**src/design/soc_map_pkg.sv**
```systemverilog
package soc_map_pkg;

    // on-chip word RAM
    localparam logic [63:0] ram_base = 64'h0000_0000_8000_0000;
    localparam int ram_words = 2048;

    // keyboard character register
    localparam logic [63:0] key_addr = 64'h0000_0000_1000_0000;

    // machine timer registers
    localparam logic [63:0] mtime_addr = 64'h0000_0000_0200_BFF8;
    localparam logic [63:0] mtimecmp_addr = 64'h0000_0000_0200_4000;
    localparam logic [63:0] mtimecmp_reset = 64'h0000_0000_8000_0000;

    // PLIC window and its register offsets
    localparam logic [63:0] plic_base = 64'h0000_0000_0C00_0000;
    localparam logic [63:0] plic_span = 64'h0000_0000_0040_0000;
    localparam logic [63:0] plic_pending_off = 64'h0000_0000_0000_1000;
    localparam logic [63:0] plic_enable_off = 64'h0000_0000_0000_2000;
    localparam logic [63:0] plic_ctx_enable_stride = 64'h0000_0000_0000_0080;
    localparam logic [63:0] plic_threshold_off = 64'h0000_0000_0020_0000;
    localparam logic [63:0] plic_claim_off = 64'h0000_0000_0020_0004;
    localparam logic [63:0] plic_ctx_stride = 64'h0000_0000_0000_1000;

endpackage

```
**src/design/bus_pkg.sv**
```systemverilog
package bus_pkg;

    // address and data width of the load/store bus
    localparam int xlen = 64;

    // word index width of the on-chip RAM
    localparam int ram_addr_bits = 11;

    // load/store size and extension, stores only use ls_b to ls_d
    typedef enum logic [2:0] {
        ls_b  = 3'd0,
        ls_h  = 3'd1,
        ls_w  = 3'd2,
        ls_d  = 3'd3,
        ls_bu = 3'd4,
        ls_hu = 3'd5,
        ls_wu = 3'd6
    } ls_type_e;

    // targets known to the address decoder
    typedef enum logic [2:0] {
        region_none,
        region_ram,
        region_key,
        region_mtime,
        region_mtimecmp,
        region_plic
    } region_e;

    // interrupt controller sizes
    localparam int plic_sources = 6;
    localparam int plic_prio_bits = 3;
    localparam int plic_contexts = 2;

endpackage
```
**src/design/periph_if.sv**
```systemverilog
`timescale 1ns/1ps

interface periph_if;
    import bus_pkg::*;

    // request side, held as a level until ack
    logic rd;
    logic wr;
    logic [xlen-1:0] offset;
    logic [xlen-1:0] wdata;
    ls_type_e ls_type;

    // one-cycle acknowledge with its read data
    logic [xlen-1:0] rdata;
    logic ack;

    modport ctrl (output rd, wr, offset, wdata, ls_type, input rdata, ack);

    modport target (input rd, wr, offset, wdata, ls_type, output rdata, ack);

endinterface

```
**src/design/plic.sv**
```systemverilog
`timescale 1ns/1ps

module plic (
    input  logic CLOCK_50,
    input  logic KEY0,
    periph_if.target bus,
    input  logic uart_irq,
    output logic meip_interrupt,
    output logic msip_interrupt
);
    import bus_pkg::*;
    import soc_map_pkg::*;

    localparam int prio_idx_bits = $clog2(plic_sources);

    logic [plic_prio_bits-1:0] prio_q [plic_sources];
    logic [31:0] pending_q;
    logic [31:0] enable_q [plic_contexts];
    logic [plic_prio_bits-1:0] threshold_q [plic_contexts];
    logic [31:0] claim_id [plic_contexts];
    logic uart_irq_q;

    logic prio_hit;
    logic [prio_idx_bits-1:0] prio_idx;
    logic [plic_contexts-1:0] enable_hit;
    logic [plic_contexts-1:0] threshold_hit;
    logic [plic_contexts-1:0] claim_hit;
    logic [xlen-1:0] read_value;

    // one priority word per source id
    assign prio_idx = bus.offset[prio_idx_bits+1:2];
    assign prio_hit = (bus.offset < plic_pending_off) && (bus.offset[xlen-1:2] < plic_sources);

    always_comb begin
        for (int c = 0; c < plic_contexts; c++) begin
            enable_hit[c] = (bus.offset == plic_enable_off + c * plic_ctx_enable_stride);
            threshold_hit[c] = (bus.offset == plic_threshold_off + c * plic_ctx_stride);
            claim_hit[c] = (bus.offset == plic_claim_off + c * plic_ctx_stride);
            // only the uart source exists, threshold is not compared
            claim_id[c] = (pending_q[1] && enable_q[c][1]) ? 32'd1 : 32'd0;
        end
    end

    always_comb begin
        read_value = '0;
        if (prio_hit) begin
            read_value[plic_prio_bits-1:0] = prio_q[prio_idx];
        end
        if (bus.offset == plic_pending_off) begin
            read_value[31:0] = pending_q;
        end
        for (int c = 0; c < plic_contexts; c++) begin
            if (enable_hit[c]) read_value[31:0] = enable_q[c];
            if (threshold_hit[c]) read_value[plic_prio_bits-1:0] = threshold_q[c];
            if (claim_hit[c]) read_value[31:0] = claim_id[c];
        end
    end

    assign meip_interrupt = (claim_id[0] != '0);
    assign msip_interrupt = (claim_id[1] != '0);

    always_ff @(posedge CLOCK_50 or negedge KEY0) begin
        if (!KEY0) begin
            bus.ack <= 1'b0;
            pending_q <= '0;
            uart_irq_q <= 1'b0;
            for (int s = 0; s < plic_sources; s++) prio_q[s] <= '0;
            for (int c = 0; c < plic_contexts; c++) begin
                enable_q[c] <= '0;
                threshold_q[c] <= '0;
            end
        end else begin
            bus.ack <= 1'b0;
            uart_irq_q <= uart_irq;
            if (bus.rd && !bus.ack) begin
                bus.ack <= 1'b1;
                // claim read retires the claimed source
                for (int c = 0; c < plic_contexts; c++) begin
                    if (claim_hit[c] && claim_id[c] != '0) pending_q[claim_id[c][4:0]] <= 1'b0;
                end
            end
            if (bus.wr && !bus.ack) begin
                bus.ack <= 1'b1;
                if (prio_hit) prio_q[prio_idx] <= bus.wdata[plic_prio_bits-1:0];
                for (int c = 0; c < plic_contexts; c++) begin
                    if (enable_hit[c]) enable_q[c] <= bus.wdata[31:0];
                    if (threshold_hit[c]) threshold_q[c] <= bus.wdata[plic_prio_bits-1:0];
                end
            end
            // uart line is source 1, latched on its rising edge
            if (uart_irq && !uart_irq_q) pending_q[1] <= 1'b1;
        end
    end

    always_ff @(posedge CLOCK_50) begin
        if (bus.rd && !bus.ack) bus.rdata <= read_value;
    end

endmodule

```
**src/flat_wrapper.sv**
```systemverilog
// flat-port wrapper written by rule: the top's interface ports become plain ports
module plic_flat import bus_pkg::*; import soc_map_pkg::*;
  (CLOCK_50, KEY0, uart_irq, meip_interrupt, msip_interrupt, bus_rd, bus_wr, bus_offset, bus_wdata, bus_ls_type, bus_rdata, bus_ack);
  periph_if bus_i ();
  input  logic CLOCK_50;
  input  logic KEY0;
  input  logic uart_irq;
  output logic meip_interrupt;
  output logic msip_interrupt;
  input wire logic [$bits(bus_i.rd)-1:0] bus_rd;
  input wire logic [$bits(bus_i.wr)-1:0] bus_wr;
  input wire logic [$bits(bus_i.offset)-1:0] bus_offset;
  input wire logic [$bits(bus_i.wdata)-1:0] bus_wdata;
  input wire logic [$bits(bus_i.ls_type)-1:0] bus_ls_type;
  output wire logic [$bits(bus_i.rdata)-1:0] bus_rdata;
  output wire logic [$bits(bus_i.ack)-1:0] bus_ack;
  assign bus_i.rd = bus_rd;
  assign bus_i.wr = bus_wr;
  assign bus_i.offset = bus_offset;
  assign bus_i.wdata = bus_wdata;
  assign bus_i.ls_type = bus_ls_type;
  assign bus_rdata = bus_i.rdata;
  assign bus_ack = bus_i.ack;
  plic u_core (.CLOCK_50(CLOCK_50), .KEY0(KEY0), .bus(bus_i), .uart_irq(uart_irq), .meip_interrupt(meip_interrupt), .msip_interrupt(msip_interrupt));
endmodule
```
**config.mk**
```make
export PLATFORM = sky130hd
export DESIGN_NAME = plic_flat
export DESIGN_NICKNAME = d
export VERILOG_FILES = /design/src/design/soc_map_pkg.sv /design/src/design/bus_pkg.sv /design/src/design/periph_if.sv /design/src/design/plic.sv /design/src/flat_wrapper.sv
export SDC_FILE = /design/constraint.sdc
export NUM_CORES = 1
export LEC_CHECK = 0
export ABC_AREA = 1
export BUFFER_PORTS_ARGS = -buffer_cell sky130_fd_sc_hd__buf_2
export CORE_ASPECT_RATIO = 1.2
export CORE_MARGIN = 2
export CORE_UTILIZATION = 54
export DETAILED_ROUTE_END_ITERATION = 8
export PLACE_DENSITY = 0.88
export SETUP_SLACK_MARGIN = 0.4
export SLEW_MARGIN = 20
export SYNTH_ARGS = -nofsm -noshare
export SYNTH_HDL_FRONTEND = slang
export SYNTH_SLANG_ARGS = --single-unit
export TNS_END_PERCENT = 50
```
**constraint.sdc**
```tcl
create_clock -name CLOCK_50 -period 3.1 [get_ports CLOCK_50]
set_input_delay 0.155 -clock CLOCK_50 [delete_from_list [all_inputs] [get_ports CLOCK_50]]
set_output_delay 0.155 -clock CLOCK_50 [all_outputs]
set_load 0.02 [all_outputs]
```
Word level (Yosys, flattened, before mapping)
Cells that the tools add are included.
{ "word_totals": {"regBits": 154, "word_cells": 83, "rom_bits": 0, "ramBits": 0, "n_memories": 0, "latchBits": 0} }
{ "classes": {"n_mul": 0, "n_addsub": 0, "n_eq_ne": 7, "div": 0, "magnitude_cmp": 8, "shift": 0, "muxes": 27, "n_bitwise": 5, "n_reduce_logical": 21} }
{ "op_table": {"columns": ["op", "n"], "rows": [
  ["64-bit by 22-bit == test with 1-bit output, second input constant", 4],
  ["32-bit 2-to-1 mux", 8],
  ["64-bit by 14-bit == test with 1-bit output, second input constant", 2],
  ["32-bit AND", 2],
  ["64-bit by 13-bit == test with 1-bit output, second input constant", 1],
  ["64-bit by 13-bit < comparator with 1-bit output, second input constant", 1],
  ["32-bit NOT", 2],
  ["32-bit nonzero test", 2],
  ["62-bit by 3-bit < comparator with 1-bit output, second input constant", 1],
  ["18-bit bitwise mux", 1],
  ["3-bit 2-to-1 mux", 6],
  ["5-bit by 6-bit < comparator with 1-bit output, second input constant", 2],
  ["1-bit logical AND", 11],
  ["1-bit demux with 5-bit select", 2],
  ["5-bit by 1-bit greater-or-equal comparator with 1-bit output, second input constant", 2],
  ["2-bit AND reduction", 5],
  ["3-bit binary-select mux with 3-bit select", 1],
  ["3-bit demux with 3-bit select", 1],
  ["1-bit 2-to-1 mux", 7],
  ["4-bit greater-or-equal comparator, second input constant", 1],
  ["4-bit by 1-bit < comparator with 1-bit output, second input constant", 1],
  ["3-bit NOT with 4-bit output", 1],
  ["1-bit logical NOT", 2],
  ["2-bit 2-to-1 mux", 1],
  ["2-bit nonzero test", 1]
]} }

Longest topological paths before layout
{ "logic_depth": {"depth_word": 14, "mapped_depth": 18, "ltp_nobuf": 18} }

Least setup slack after synthesis
Ideal clock, no wire load.
{ "synth_timing": {"kind": "reg-to-reg", "startpoint": "register u_core.bus.ack", "endpoint": "register u_core.bus.rdata[0] (enable)", "stages_incl_launch_ff": 4, "synth_period_minus_slack_ns": 1.628, "arrival_ns": 1.241, "slack_ns": 1.472, "path_buffers": 0, "path_cell_list": "dfrtp_1 inv_1 nand2_1 inv_1"} }
{ "synth_via": {"elab_chain_cells": 2} }
{ "synth_lines": {"columns": ["element", "line_no", "source"], "rows": [
  ["from (decl)", "periph_if.sv:19", "modport target (input rd, wr, offset, wdata, ls_type, output rdata, ack);"],
  ["from (signal assigned)", "plic.sv:64", "bus.ack <= 1'b0;"],
  ["from (signal assigned)", "plic.sv:73", "bus.ack <= 1'b0;"],
  ["from (signal assigned)", "plic.sv:76", "bus.ack <= 1'b1;"],
  ["1-bit logical NOT", "plic.sv:96", "if (bus.rd && !bus.ack) bus.rdata <= read_value;"],
  ["1-bit logical AND", "plic.sv:96", null],
  ["to (signal assigned)", "plic.sv:96", null],
  ["to (decl)", "periph_if.sv:19", null]
]} }
Every way passes these cells.
A chain may end at the register's enable or synchronous reset.

Worst setup path in the final report
{ "layout_timing": {"startpoint": "input bus_offset[55]", "endpoint": "register u_core.enable_q[5] (netlist name)"} }
{ "layout_via": {"elab_chain_cells": 2} }
{ "layout_lines": {"columns": ["element", "line_no", "source"], "rows": [
  ["from (decl)", "flat_wrapper.sv:12", "input wire logic [$bits(bus_i.offset)-1:0] bus_offset;"],
  ["64-bit by 14-bit == test with 1-bit output", "plic.sv:36", "enable_hit[c] = (bus.offset == plic_enable_off + c * plic_ctx_enable_stride);"],
  ["2-bit AND reduction (no source line)", null, null],
  ["to (signal, indexed assignment)", "plic.sv:86", "if (enable_hit[c]) enable_q[c] <= bus.wdata[31:0];"],
  ["to (decl)", "plic.sv:18", "logic [31:0] enable_q [plic_contexts];"]
]} }
Every way passes these cells.

==> impl_results.md <==
- Status: finished, final reports clean
- Adder-Cell Fraction of Synth Area: 0%
- Routed vias: just under 5000
- Max Cap Viol: 0
- Top cell by count, worst path: nand2_1
- Crit path max fanout: 64
- Element type at the critical path end: flip-flop
- Worst Path Required: 3.35 ns
- Hold path start: bus_wdata[29]
- Mux contribution to synthesized area: 0%
- Final WS setup: approximately 1.1 ns
- WS Path Type: input port to flip-flop
- Total gr overflow: 0
- Fill cell count: 852
- Post-route DRC: 0
- DR pass1 iterations: 5
- Least-Margin Pin Slew: 0.911 ns
- Crit-path leading delay family: simple AND/OR/NAND/NOR gates
- Post-route insts no fill: 958
- Slowest stage cell, crit path: nand2_4
- Clk sinks: roughly 120
- Number of buffers and inverters on the critical path: 2
- Post-route ant nets: 0
- Placed insts: 921
- Gr usage total: 22.8%
- Htree depth: 4
- Largest family of logic cells by synthesized area: simple AND/OR/NAND/NOR gates
- Finished Core Util: between 60% and 70%
- Hold crit path type: input port to flip-flop
- Worst R2R Start: u_core.bus.ack
- Num CTS Buffers: 17
- # IOs: 203
- Syn. warnings: 0
- RSZ-0062 raised after global routing: no
- Area Overhead vs Synth: 21.1%
- First-pass GRT wire length: 21.3 mm
- Count of pins over their slew limit: 0
- Largest net degree at the start of global routing: 65
- Die Height: 118 um
- Final #Nets: 952
- TritonCTS clock tree: done
- Simple-gate share of the synthesized area: 20.4%
- Xor and xnor area share after synthesis: 0%
- Crit path from: bus_offset[55]
- Worst endpoint data arrival time: 2.29 ns
- Average wire per standard cell: around 13 um
- Routability cong.: approximately 0.86
- Area of the multi-input gates: 0.00203 sq mm
- Clock root buffer master: clkbuf_16
- Total power: 3.79 mW
- Startpoint types: input port
- Synth Register Bits: 124
- CP cell instances: buf_2, nor2_1, nand2_1, nor2_1, nand2_1, nor2_4, nand3_1, inv_2, nand2_4, nand2_1, o21ai_0
- Slew HR: 39.2%
- Ant. Diodes: 0
- VDD IR-drop max: around 0.33 mV
- Vias in the first global route: 4701
- Worst skew pair latency: 0.41 ns
- Clock tree buffer depth: 2
- Mapped Area: 0.00587 sq mm
- DP Worst Slack: about 0.64 ns
- Setup TNS Final: 0 ns
- Period Utilization, post-route: 66.0%
- Setup violators final: 0
- Iteration-0 DRC Markers: 308
- Fmax: approximately 0.5 GHz
- Vias per std cell: 5.03
- Period minus WS final: 2.04 ns
- Row count: 41
- Avg Cell Area, Syn: 8.72 sq um
- Hold Fails Final Rpt: 0
- Chip width: about 100 um
- Post-CTS Resized: 0
- Sequential-to-total area share from yosys stat: 55.6%
- Register area: 0.00326 sq mm
- Initial Utilization: 55.5%
- Core area: roughly 0.011 sq mm
- Clock Skew: 0.00644 ns
- Unique masters post-synth: 33
- Hpwl dp: roughly 8.6 mm
- Layout cell share with drive strength beyond 1: 23.8%
- Number of buffers added on ports: 135
- Die ar.: 0.0117 sq mm
- Max incr delay on CP: 0.44 ns
- Worst-path clk slew: 0.05 ns
- Initial antenna violation count: 0
- Pwr dens: 534 mW/mm^2
- Final WL: approximately 13 mm
- Leakage Power: 3.43 nW
- Gate Count Post-Synth: 673
- Post-synthesis compound-gate area fraction: 12.1%
==> cells by family after synthesis <==
| kind of cell | Yosys count |
|---|---|
| simple gates | 269 |
| buf+inv | 141 |
| compound gates | 138 |
| flops | 124 |
| other cells | 1 |
==> where the power goes <==
part / switching, mW / internal [mW] / leakage [nW]
clock network: 0.666 / 1.13 / 0.269
logic: 0.195 / 0.0894 / 1.57
registers: 0.00752 / 1.71 / 1.59
total: 0.868 / 2.93 / 3.43
==> per-stage QoR <==
| stage | cell area, sq um | hold WS [ns] |
|---|---|---|
| final | 7110 | 0.00777 |
| after global routing | 7110 | 0.00136 |
| after CTS | 7110 | 0.00124 |
| after detailed placement | 6510 | 0.263 |
| after global placement | 6510 | 0.261 |
| after floorplan | 5990 | -0.141 |
==> metal layers <==
metal / routed length [um] / up-vias / global-route usage, %
met3: 740 / 29 / 5.62
met2: 6380 / 170 / 38.3
met4: 280 / 0 / 8.65
li1: - / 2381 / -
met5: 0 / - / 0
met1: 5370 / 2240 / 28.5
==> synth_stat cells (all sizes together) <==
cell type    n  area, sq um
nand2      173          679
o21ai      123          616
dfrtp       92         2300
inv         87          329
nor2        66          320
buf         50          352
edfxtp      32          961
nand3       19          110
a21oi        9         45.0
clkbuf       4         15.0
nand4        3         18.8
nor4         3         37.5
a221oi       2         17.5
o221ai       2         17.5
or2          2         12.5
and3         1         6.26
conb         1         3.75
nand3b       1         7.51
nor3         1         5.00
o21a         1         7.51
o22ai        1         6.26
==> cells in the final DEF, fill, tap and decap left out <==
cell           instances
nand2_4                3
clkinv_4               1
clkbuf_1               5
inv_1                 82
nand2_2                3
nand3_1               16
a221oi_1               2
nor2_8                 2
nand3b_1               1
nor2_1                56
edfxtp_1              32
a21oi_1                9
or2_2                  1
dlygate4sd3_1          5
o221ai_1               2
nor2_2                 4
nor3_1                 1
buf_4                  8
or2_0                  1
clkinv_2               4
nor4_2                 3
nor2_4                 4
clkinvlp_4             1
clkbuf_8               3
nand2_1              167
and3_1                 1
clkbuf_16             18
conb_1                32
inv_2                  4
buf_2                134
o21a_1                 1
nand3_2                3
inv_4                  1
o22ai_1                1
o21ai_1               59
o21ai_0               64
nand4_1                3
dfrtp_1               92
==> sequential cells by signal (all words and copies together), names as in the netlist, named ones only <==
name	flops
u_core.threshold_q	6
u_core.bus.rdata	32
u_core.prio_q	18
u_core.bus.ack	1
u_core.enable_q	64
u_core.uart_irq_q	1
u_core.pending_q	1
==> final timing paths <==
check / to / slack (ns) / depth (start not counted)
min in group asynchronous: u_core.enable_q[17] / 0.33 / 2
max in group asynchronous: u_core.prio_q[7] / 2.01 / 3
max: u_core.enable_q[5] / 1.06 / 11
min reg2reg: flip-flop / 0.39 / 0
max reg2reg: u_core.bus.rdata[26] / 1.29 / 4
min: u_core.enable_q[61] / 0.008 / 3
==> worst min-delay path, stage by stage <==
cell	delay, ns
buf_2	0.09
inv_1	0.06
o21ai_1	0.06
==> area by class of cell <==
| type | instances | share of cell area (%) |
|---|---|---|
| sequential | 124 | 45.9 |
| multi-input combinational | 439 | 28.5 |
| timing repair buffer | 147 | 11.0 |
| clock buffer | 26 | 7.18 |
| inverter | 87 | 4.63 |
| tap | 129 | 2.27 |
| clock inverter | 6 | 0.510 |
==> timing repair <==
| action | CTS | global route |
|---|---|---|
| endpoints found under the hold margin | 63 | 0 |
| hold buffers | 5 | 0 |
| setup buffers | 0 | 0 |
No activity file was read; power rests on OpenSTA's default activity.
