File: config.mk
export PLATFORM = sky130hd
export DESIGN_NAME = bus_ctrl_flat
export DESIGN_NICKNAME = d
export VERILOG_FILES = /design/src/design/soc_map_pkg.sv /design/src/design/bus_pkg.sv /design/src/design/periph_if.sv /design/src/design/bus_ctrl.sv /design/src/flat_wrapper.sv
export SDC_FILE = /design/constraint.sdc
export NUM_CORES = 1
export LEC_CHECK = 0
export ABC_AREA = 0
export BUFFER_PORTS_ARGS = -buffer_cell sky130_fd_sc_hd__buf_2
export CORE_AREA = 3 3 283 285
export DETAILED_ROUTE_END_ITERATION = 8
export DIE_AREA = 0 0 286 288
export HOLD_SLACK_MARGIN = 0.08
export PLACE_DENSITY = 0.35
export SLEW_MARGIN = 20
export SYNTH_ARGS = -nofsm -noshare
export SYNTH_HDL_FRONTEND = slang
export SYNTH_SLANG_ARGS = --single-unit
File: constraint.sdc
create_clock -name CLOCK_50 -period 4.1 [get_ports CLOCK_50]
set_input_delay 1.025 -clock CLOCK_50 [delete_from_list [all_inputs] [get_ports CLOCK_50]]
set_output_delay 1.025 -clock CLOCK_50 [all_outputs]
set_load 0.02 [all_outputs]
File: src/design/soc_map_pkg.sv
package soc_map_pkg;

    // on-chip word RAM
    localparam logic [63:0] ram_base = 64'h0000_0000_8000_0000;
    localparam int ram_words = 2048;

    // keyboard character register
    localparam logic [63:0] key_addr = 64'h0000_0000_1000_0000;

    // machine timer registers
    localparam logic [63:0] mtime_addr = 64'h0000_0000_0200_BFF8;
    localparam logic [63:0] mtimecmp_addr = 64'h0000_0000_0200_4000;
    localparam logic [63:0] mtimecmp_reset = 64'h0000_0000_8000_0000;

    // PLIC window and its register offsets
    localparam logic [63:0] plic_base = 64'h0000_0000_0C00_0000;
    localparam logic [63:0] plic_span = 64'h0000_0000_0040_0000;
    localparam logic [63:0] plic_pending_off = 64'h0000_0000_0000_1000;
    localparam logic [63:0] plic_enable_off = 64'h0000_0000_0000_2000;
    localparam logic [63:0] plic_ctx_enable_stride = 64'h0000_0000_0000_0080;
    localparam logic [63:0] plic_threshold_off = 64'h0000_0000_0020_0000;
    localparam logic [63:0] plic_claim_off = 64'h0000_0000_0020_0004;
    localparam logic [63:0] plic_ctx_stride = 64'h0000_0000_0000_1000;

endpackage

File: src/design/bus_pkg.sv
package bus_pkg;

    // address and data width of the load/store bus
    localparam int xlen = 64;

    // word index width of the on-chip RAM
    localparam int ram_addr_bits = 11;

    // load/store size and extension, stores only use ls_b to ls_d
    typedef enum logic [2:0] {
        ls_b  = 3'd0,
        ls_h  = 3'd1,
        ls_w  = 3'd2,
        ls_d  = 3'd3,
        ls_bu = 3'd4,
        ls_hu = 3'd5,
        ls_wu = 3'd6
    } ls_type_e;

    // targets known to the address decoder
    typedef enum logic [2:0] {
        region_none,
        region_ram,
        region_key,
        region_mtime,
        region_mtimecmp,
        region_plic
    } region_e;

    // interrupt controller sizes
    localparam int plic_sources = 6;
    localparam int plic_prio_bits = 3;
    localparam int plic_contexts = 2;

endpackage
File: src/design/periph_if.sv
`timescale 1ns/1ps

interface periph_if;
    import bus_pkg::*;

    // request side, held as a level until ack
    logic rd;
    logic wr;
    logic [xlen-1:0] offset;
    logic [xlen-1:0] wdata;
    ls_type_e ls_type;

    // one-cycle acknowledge with its read data
    logic [xlen-1:0] rdata;
    logic ack;

    modport ctrl (output rd, wr, offset, wdata, ls_type, input rdata, ack);

    modport target (input rd, wr, offset, wdata, ls_type, output rdata, ack);

endinterface

File: src/design/bus_ctrl.sv
`timescale 1ns/1ps

module bus_ctrl (
    input  logic CLOCK_50,
    input  logic KEY0,
    input  logic [bus_pkg::xlen-1:0] bus_address,
    input  bus_pkg::ls_type_e bus_ls_type,
    input  logic [bus_pkg::xlen-1:0] bus_write_data,
    input  logic bus_read_enable,
    input  logic bus_write_enable,
    output logic [bus_pkg::xlen-1:0] bus_read_data,
    output logic bus_read_done,
    output logic bus_write_done,
    input  logic [7:0] key_ascii,
    input  logic [bus_pkg::xlen-1:0] mtime,
    output logic [bus_pkg::xlen-1:0] mtimecmp,
    periph_if.ctrl ram,
    periph_if.ctrl plic_port
);
    import bus_pkg::*;
    import soc_map_pkg::*;

    region_e region;

    // address decode, the CPU holds the address for the whole access
    always_comb begin
        region = region_none;
        if (bus_address >= ram_base && bus_address < ram_base + ram_words * 4) begin
            region = region_ram;
        end else if (bus_address == key_addr) begin
            region = region_key;
        end else if (bus_address == mtime_addr) begin
            region = region_mtime;
        end else if (bus_address == mtimecmp_addr) begin
            region = region_mtimecmp;
        end else if (bus_address >= plic_base && bus_address < plic_base + plic_span) begin
            region = region_plic;
        end
    end

    // targets only see offsets into their own window
    assign ram.offset = bus_address - ram_base;
    assign ram.wdata = bus_write_data;
    assign ram.ls_type = bus_ls_type;
    assign plic_port.offset = bus_address - plic_base;
    assign plic_port.wdata = bus_write_data;
    assign plic_port.ls_type = bus_ls_type;

    always_ff @(posedge CLOCK_50 or negedge KEY0) begin
        if (!KEY0) begin
            bus_read_done <= 1'b1;
            bus_write_done <= 1'b1;
            bus_read_data <= '0;
            mtimecmp <= mtimecmp_reset;
            ram.rd <= 1'b0;
            ram.wr <= 1'b0;
            plic_port.rd <= 1'b0;
            plic_port.wr <= 1'b0;
        end else begin
            // read direction
            if (bus_read_enable && bus_read_done) begin
                bus_read_done <= 1'b0;
                ram.rd <= (region == region_ram);
                plic_port.rd <= (region == region_plic);
            end else if (!bus_read_done) begin
                case (region)
                    region_ram: begin
                        if (ram.ack) begin
                            bus_read_data <= ram.rdata;
                            bus_read_done <= 1'b1;
                            ram.rd <= 1'b0;
                        end
                    end
                    region_plic: begin
                        if (plic_port.ack) begin
                            bus_read_data <= plic_port.rdata;
                            bus_read_done <= 1'b1;
                            plic_port.rd <= 1'b0;
                        end
                    end
                    region_key: begin
                        bus_read_data <= {{(xlen - 8){1'b0}}, key_ascii};
                        bus_read_done <= 1'b1;
                    end
                    region_mtime: begin
                        bus_read_data <= mtime;
                        bus_read_done <= 1'b1;
                    end
                    region_mtimecmp: begin
                        bus_read_data <= mtimecmp;
                        bus_read_done <= 1'b1;
                    end
                    default: begin
                        // unmapped reads complete with zero
                        bus_read_data <= '0;
                        bus_read_done <= 1'b1;
                    end
                endcase
            end

            // write direction
            if (bus_write_enable && bus_write_done) begin
                bus_write_done <= 1'b0;
                ram.wr <= (region == region_ram);
                plic_port.wr <= (region == region_plic);
            end else if (!bus_write_done) begin
                case (region)
                    region_ram: begin
                        if (ram.ack) begin
                            bus_write_done <= 1'b1;
                            ram.wr <= 1'b0;
                        end
                    end
                    region_plic: begin
                        if (plic_port.ack) begin
                            bus_write_done <= 1'b1;
                            plic_port.wr <= 1'b0;
                        end
                    end
                    region_mtimecmp: begin
                        mtimecmp <= bus_write_data;
                        bus_write_done <= 1'b1;
                    end
                    // key and mtime are read only, unmapped writes are dropped
                    default: bus_write_done <= 1'b1;
                endcase
            end
        end
    end

endmodule

File: src/flat_wrapper.sv
// flat-port wrapper written by rule: the top's interface ports become plain ports
module bus_ctrl_flat import bus_pkg::*; import soc_map_pkg::*;
  (CLOCK_50, KEY0, bus_address, bus_ls_type, bus_write_data, bus_read_enable, bus_write_enable, bus_read_data, bus_read_done, bus_write_done, key_ascii, mtime, mtimecmp, ram_rd, ram_wr, ram_offset, ram_wdata, ram_ls_type, ram_rdata, ram_ack, plic_port_rd, plic_port_wr, plic_port_offset, plic_port_wdata, plic_port_ls_type, plic_port_rdata, plic_port_ack);
  periph_if ram_i ();
  periph_if plic_port_i ();
  input  logic CLOCK_50;
  input  logic KEY0;
  input  logic [bus_pkg::xlen-1:0] bus_address;
  input  bus_pkg::ls_type_e bus_ls_type;
  input  logic [bus_pkg::xlen-1:0] bus_write_data;
  input  logic bus_read_enable;
  input  logic bus_write_enable;
  output logic [bus_pkg::xlen-1:0] bus_read_data;
  output logic bus_read_done;
  output logic bus_write_done;
  input  logic [7:0] key_ascii;
  input  logic [bus_pkg::xlen-1:0] mtime;
  output logic [bus_pkg::xlen-1:0] mtimecmp;
  output wire logic [$bits(ram_i.rd)-1:0] ram_rd;
  output wire logic [$bits(ram_i.wr)-1:0] ram_wr;
  output wire logic [$bits(ram_i.offset)-1:0] ram_offset;
  output wire logic [$bits(ram_i.wdata)-1:0] ram_wdata;
  output wire logic [$bits(ram_i.ls_type)-1:0] ram_ls_type;
  input wire logic [$bits(ram_i.rdata)-1:0] ram_rdata;
  input wire logic [$bits(ram_i.ack)-1:0] ram_ack;
  output wire logic [$bits(plic_port_i.rd)-1:0] plic_port_rd;
  output wire logic [$bits(plic_port_i.wr)-1:0] plic_port_wr;
  output wire logic [$bits(plic_port_i.offset)-1:0] plic_port_offset;
  output wire logic [$bits(plic_port_i.wdata)-1:0] plic_port_wdata;
  output wire logic [$bits(plic_port_i.ls_type)-1:0] plic_port_ls_type;
  input wire logic [$bits(plic_port_i.rdata)-1:0] plic_port_rdata;
  input wire logic [$bits(plic_port_i.ack)-1:0] plic_port_ack;
  assign ram_rd = ram_i.rd;
  assign ram_wr = ram_i.wr;
  assign ram_offset = ram_i.offset;
  assign ram_wdata = ram_i.wdata;
  assign ram_ls_type = ram_i.ls_type;
  assign ram_i.rdata = ram_rdata;
  assign ram_i.ack = ram_ack;
  assign plic_port_rd = plic_port_i.rd;
  assign plic_port_wr = plic_port_i.wr;
  assign plic_port_offset = plic_port_i.offset;
  assign plic_port_wdata = plic_port_i.wdata;
  assign plic_port_ls_type = plic_port_i.ls_type;
  assign plic_port_i.rdata = plic_port_rdata;
  assign plic_port_i.ack = plic_port_ack;
  bus_ctrl u_core (.CLOCK_50(CLOCK_50), .KEY0(KEY0), .bus_address(bus_address), .bus_ls_type(bus_ls_type), .bus_write_data(bus_write_data), .bus_read_enable(bus_read_enable), .bus_write_enable(bus_write_enable), .bus_read_data(bus_read_data), .bus_read_done(bus_read_done), .bus_write_done(bus_write_done), .key_ascii(key_ascii), .mtime(mtime), .mtimecmp(mtimecmp), .ram(ram_i), .plic_port(plic_port_i));
endmodule
* Word-level counts from Yosys, hierarchy flattened
Index checks and enable logic that the tools add are counted.
Widths: inputs -> output; s select.
** Storage, ports and cells
- Register bits after elaboration :: 134
- Output and inout bits :: 396
- Input bits :: 337
- Word-level logic and storage cells :: 75
** Cells by class
- Add/subtract/negate cells :: 2
- $lt $le $gt $ge :: 4
- Reductions and logical operators :: 18
- Multiplexer cells :: 27
- Equality and inequality tests :: 12
- Bitwise logic cells :: 4
** Operators with widths (count)
- $pmux 64 s5 :: 1
- $eq 64x26->1 const B :: 2
- $mux 64 :: 2
- $eq 64x29->1 const B :: 1
- $ge 64x28->1 const B :: 1
- $ge 64x32->1 const B :: 1
- $lt 64x28->1 const B :: 1
- $lt 64x32->1 const B :: 1
- $sub 64x28->64 const B :: 1
- $sub 64x32->64 const B :: 1
- $mux 1 :: 18
- $reduce_bool 2->1 :: 8
- $mux 3 :: 5
- $reduce_and 3->1 :: 5
- $ne 2x2->1 const B :: 4
- $eq 3x2->1 const B :: 2
- $eq 3x3->1 const B :: 2
- $logic_and 1x1->1 :: 4
- $not 1->1 :: 4
- $reduce_and 4->1 :: 1
- $eq 3x1->1 const B :: 1
- $pmux 1 s2 :: 1

* Logic depth before layout (Yosys ltp)
- Depth after elaboration :: 11
- Depth in mapped cells :: 10
- Mapped depth without buffers :: 8

* Worst setup path before layout
OpenSTA, ideal clock, no wires.
- Path kind :: input-to-output
- Start :: in bus_address[31] in the netlist's numbering
- End :: out plic_port_offset[63]
- Cell stages on the path :: 9
- Data required time :: 3075 ps
- Path buffers :: 1
- Arrival :: 3151 ps
- Slack :: -76 ps
- Path through :: inv_1 -> ha_1 -> nor3b_1 -> nand4_1 -> nor4bb_1 -> clkbuf_1 -> nor2b_1 -> nand3_1 -> xnor2_1
** Between the ends
- Word-level cells in the longest chain between the ends :: 1
** RTL lines
- start: declaration :: line flat_wrapper.sv:8 : input logic [bus_pkg::xlen-1:0] bus_address;
- $sub 64x28->64 :: line bus_ctrl.sv:45 : assign plic_port.offset = bus_address - plic_base;
- end: declaration :: line flat_wrapper.sv:28 : output wire logic [$bits(plic_port_i.offset)-1:0] plic_port_offset;
No other way between the ends.

* Worst setup path after layout
- Start :: in bus_address[27] in the netlist's numbering
- End :: out plic_port_offset[62]
Same word-level chain as after synthesis.

==> results.cfg <==
[status]
status = finished clean

[worst_setup_path]
worst_ep_required_time_ps = 3070
rr_endpoint = u_core.mtimecmp[11]
crit_type = input port to output pin
reg2reg_depth = 3
critical_path_arrival_ps = 2980
end_kind = output pin
crit_fanout = 2
cp-start-kind = input port
reg2reg_slack_ps = 2330
regToRegStartpoint = u_core.bus_write_done

[pwr]
power_mw = 4.01
p_clk_frac = 0.393
p_leak_nw = 8.07
internal-power_mw = 2.59
comb_power_share = 0.258
netSwitchingFraction = 0.354
ir_drop_v = 0.000315
power.switching_mw = 1.42
powerDensity_mw_per_mm2 = 271
seq_power_share = 0.349

[cts]
tritoncts = yes
hold_buffers = 0
cts_htree_levels = 4
cts_sinks = 134
cts_buffers = 17
cts_root_buf = clkbuf_16
clk_latency_ps = 470
cts.clk_slew.worst_paths_ps = 60
cts_buffer_depth = 2

[min_path]
hold_start = u_core.bus_read_data[54]
holdPathStages = 1
min_to = u_core.bus_read_data[54]
hold_class = register to register

[route]
drt_iter0_drc = 363
drc = 0
vias = 10600
first_pass_iters = 4
ant_nets = 0
wl_mm = 55.9
vias_per_cell = 3.97
wl_per_cell_um = 20.9

[floorplan]
start_util = 0.129
rows = 102
ios = 733
core_mm2 = 0.0776
die_x_um = 286
fp.dieH_um = 288
dieArea_mm2 = 0.0824

[cells_and_area]
mostFrequentLayoutCell = buf_2
nets = 1956
final_cell_mix = buf_2 (717), and3_1 (192), dfrtp_1 (131), buf_4 (77)
multi_input_area_mm2 = 0.00498
fin_area_mm2 = 0.0148
regArea_mm2 = 0.00336
area_growth_pct = 47.9
fillers = 8886
drive_gt1_frac = 0.558

[place]
postPlaceCellArea_mm2 = 0.0140
place_ws_ps = -127
routabilityCongestion = 0.935
io_buffer_count = 723
hpwl_mm = 44.6

[synth]
yosys.area_share.simple = 0.215
synth_top_family_by_area = simple AND/OR/NAND/NOR gates
synth-xor-area-share = 0.0586
async_flop_share = 1.00
syn_avg_cell_area_um2 = 9.46
yosysSeqAreaShare = 0.336
synth_compound_area_frac = 0.130
syn_nets = 1398
syn-cell-area_mm2 = 0.0100
synth_warnings = 0
synth.area.mux_share = 0.0720
synth.distinct_cells = 44
ys_seq_elements = 134
synth_edf_count = 0
synthAdderAreaFrac = 0.00375
synthCells = 1058
synth_flop_cell = dfrtp_1

[timing]
post-route-period-util = 0.977
hold_violations = 0
skew_ps = 17.6
tightest_slew_ps = 1010
timing.final.crit_period_ps = 4010
fin_tns_setup_ps = 0
maxSlewHeadroom = 0.309
max_freq_mhz = 250
slew_violations = 0
finalSetupViolCount = 0
finalWorstSetupSlack_ps = 92.9

[grt]
met3_usage = 0.0325
grt_usage = 0.128
antenna_found_initial = 11
use_met1 = 0.142
grt_pass1_wl_mm = 77.0
grt_pass1_vias = 10800
grt_use_met2 = 0.234
grt_max_degree = 67
grt-ovfl-total = 0
grt_busiest_layer = met2

[run]
drv_cap = 0
==> cells by family after synthesis <==
group,Yosys count
AO/OA/AOI/OAI,153
XOR/XNOR,67
adder cells (fa/ha/maj),3
buffers and inverters,286
flip-flops,134
multiplexers,64
AND/OR/NAND/NOR,351
==> cell usage after synthesis, drive strengths merged (2+ instances only) <==
cell | count | area (µm²)
dfstp | 3 | 78.8
nand2b | 2 | 12.5
o22ai | 4 | 25.0
a22o | 10 | 88.8
inv | 11 | 41.3
nor4b | 3 | 32.5
a2111oi | 63 | 552
xnor2 | 37 | 324
and2 | 4 | 25.0
nand3 | 20 | 100
nor2 | 26 | 97.6
o2bb2ai | 63 | 552
o21ai | 5 | 25.0
or3 | 2 | 12.5
ha | 3 | 37.5
nor2b | 3 | 18.8
nand4 | 11 | 75.1
nor4 | 28 | 270
nor3 | 16 | 80.1
a21oi | 6 | 30.0
nor3b | 2 | 15.0
nand2 | 30 | 113
and4 | 4 | 35.0
buf | 222 | 1610
or4 | 4 | 30.0
and3 | 193 | 1210
mux2 | 64 | 721
dfrtp | 131 | 3280
clkbuf | 53 | 200
xor2 | 30 | 263
==> per-stage QoR <==
stage | utilization | hold slack (ps) | std cells
3_3_place_gp | 0.181 | 466 | 2633
5_1_grt | 0.191 | 501 | 2671
2_1_floorplan | - | 539 | 1058
4_1_cts | 0.189 | 487 | 2666
3_5_place_dp | 0.181 | 468 | 2633
6_report | 0.191 | 484 | 2674
==> critical path: stages <==
cell     delay, ps
buf_6          100
ha_4           160
nor4_4         230
buf_4          150
nand4_1        210
nor4b_4        350
nand2_2        140
nor4_4         280
xor2_1         170
buf_4          160
==> power groups by stage <==
stage	combinational [mW]	clock, mW	sequential [mW]
CTS	1.05	1.67	1.40
detailed placement	1.04	0	1.42
floorplan	0.556	0	1.44
global route	1.11	1.72	1.40
finish	1.04	1.57	1.40
global placement	1.04	0	1.42
==> state kept, by name, summed over array words and instances (netlist names) <==
register and flops:
u_core.bus_read_done 1, u_core.bus_write_done 1, u_core.ram.wr 1, u_core.mtimecmp 64
u_core.ram.rd 1, u_core.bus_read_data 64, u_core.plic_port.rd 1, u_core.plic_port.wr 1
==> what timing repair did <==
item,4_1_cts,5_1_grt
setup buffers,1,3
pin swaps,1,8
gates resized for setup,6,21
setup endpoints to repair,7,12
gates cloned,0,0
==> metal layers <==
metal	up-vias	wire length, µm	share of wire
met5	-	40	0.00072
met4	6	1590	0.028
met3	69	3590	0.064
met2	498	29200	0.52
met1	5211	21400	0.38
li1	4839	-	-
==> worst max-delay path by stage <==
stage                                 endpoint  cells past startpoint             from
after global placement    plic_port_offset[62]                     10  bus_address[26]
after detailed placement        ram_offset[62]                      9  bus_address[45]
final                     plic_port_offset[62]                     10  bus_address[27]
after floorplan           plic_port_offset[61]                      9  bus_address[31]
after CTS                       ram_offset[62]                      9  bus_address[45]
after global routing      plic_port_offset[56]                      9  bus_address[45]
==> layout make-up <==
| type | count | share of cell area |
|---|---|---|
| clock buffer | 20 | 0.0309 |
| antenna | 5 | 0.000845 |
| sequential | 134 | 0.227 |
| inverter | 11 | 0.00279 |
| tap | 1040 | 0.0879 |
| timing repair buffer | 814 | 0.306 |
| clock inverter | 12 | 0.00812 |
| multi-input combinational | 638 | 0.336 |
No activity file was read; power rests on OpenSTA's default activity.
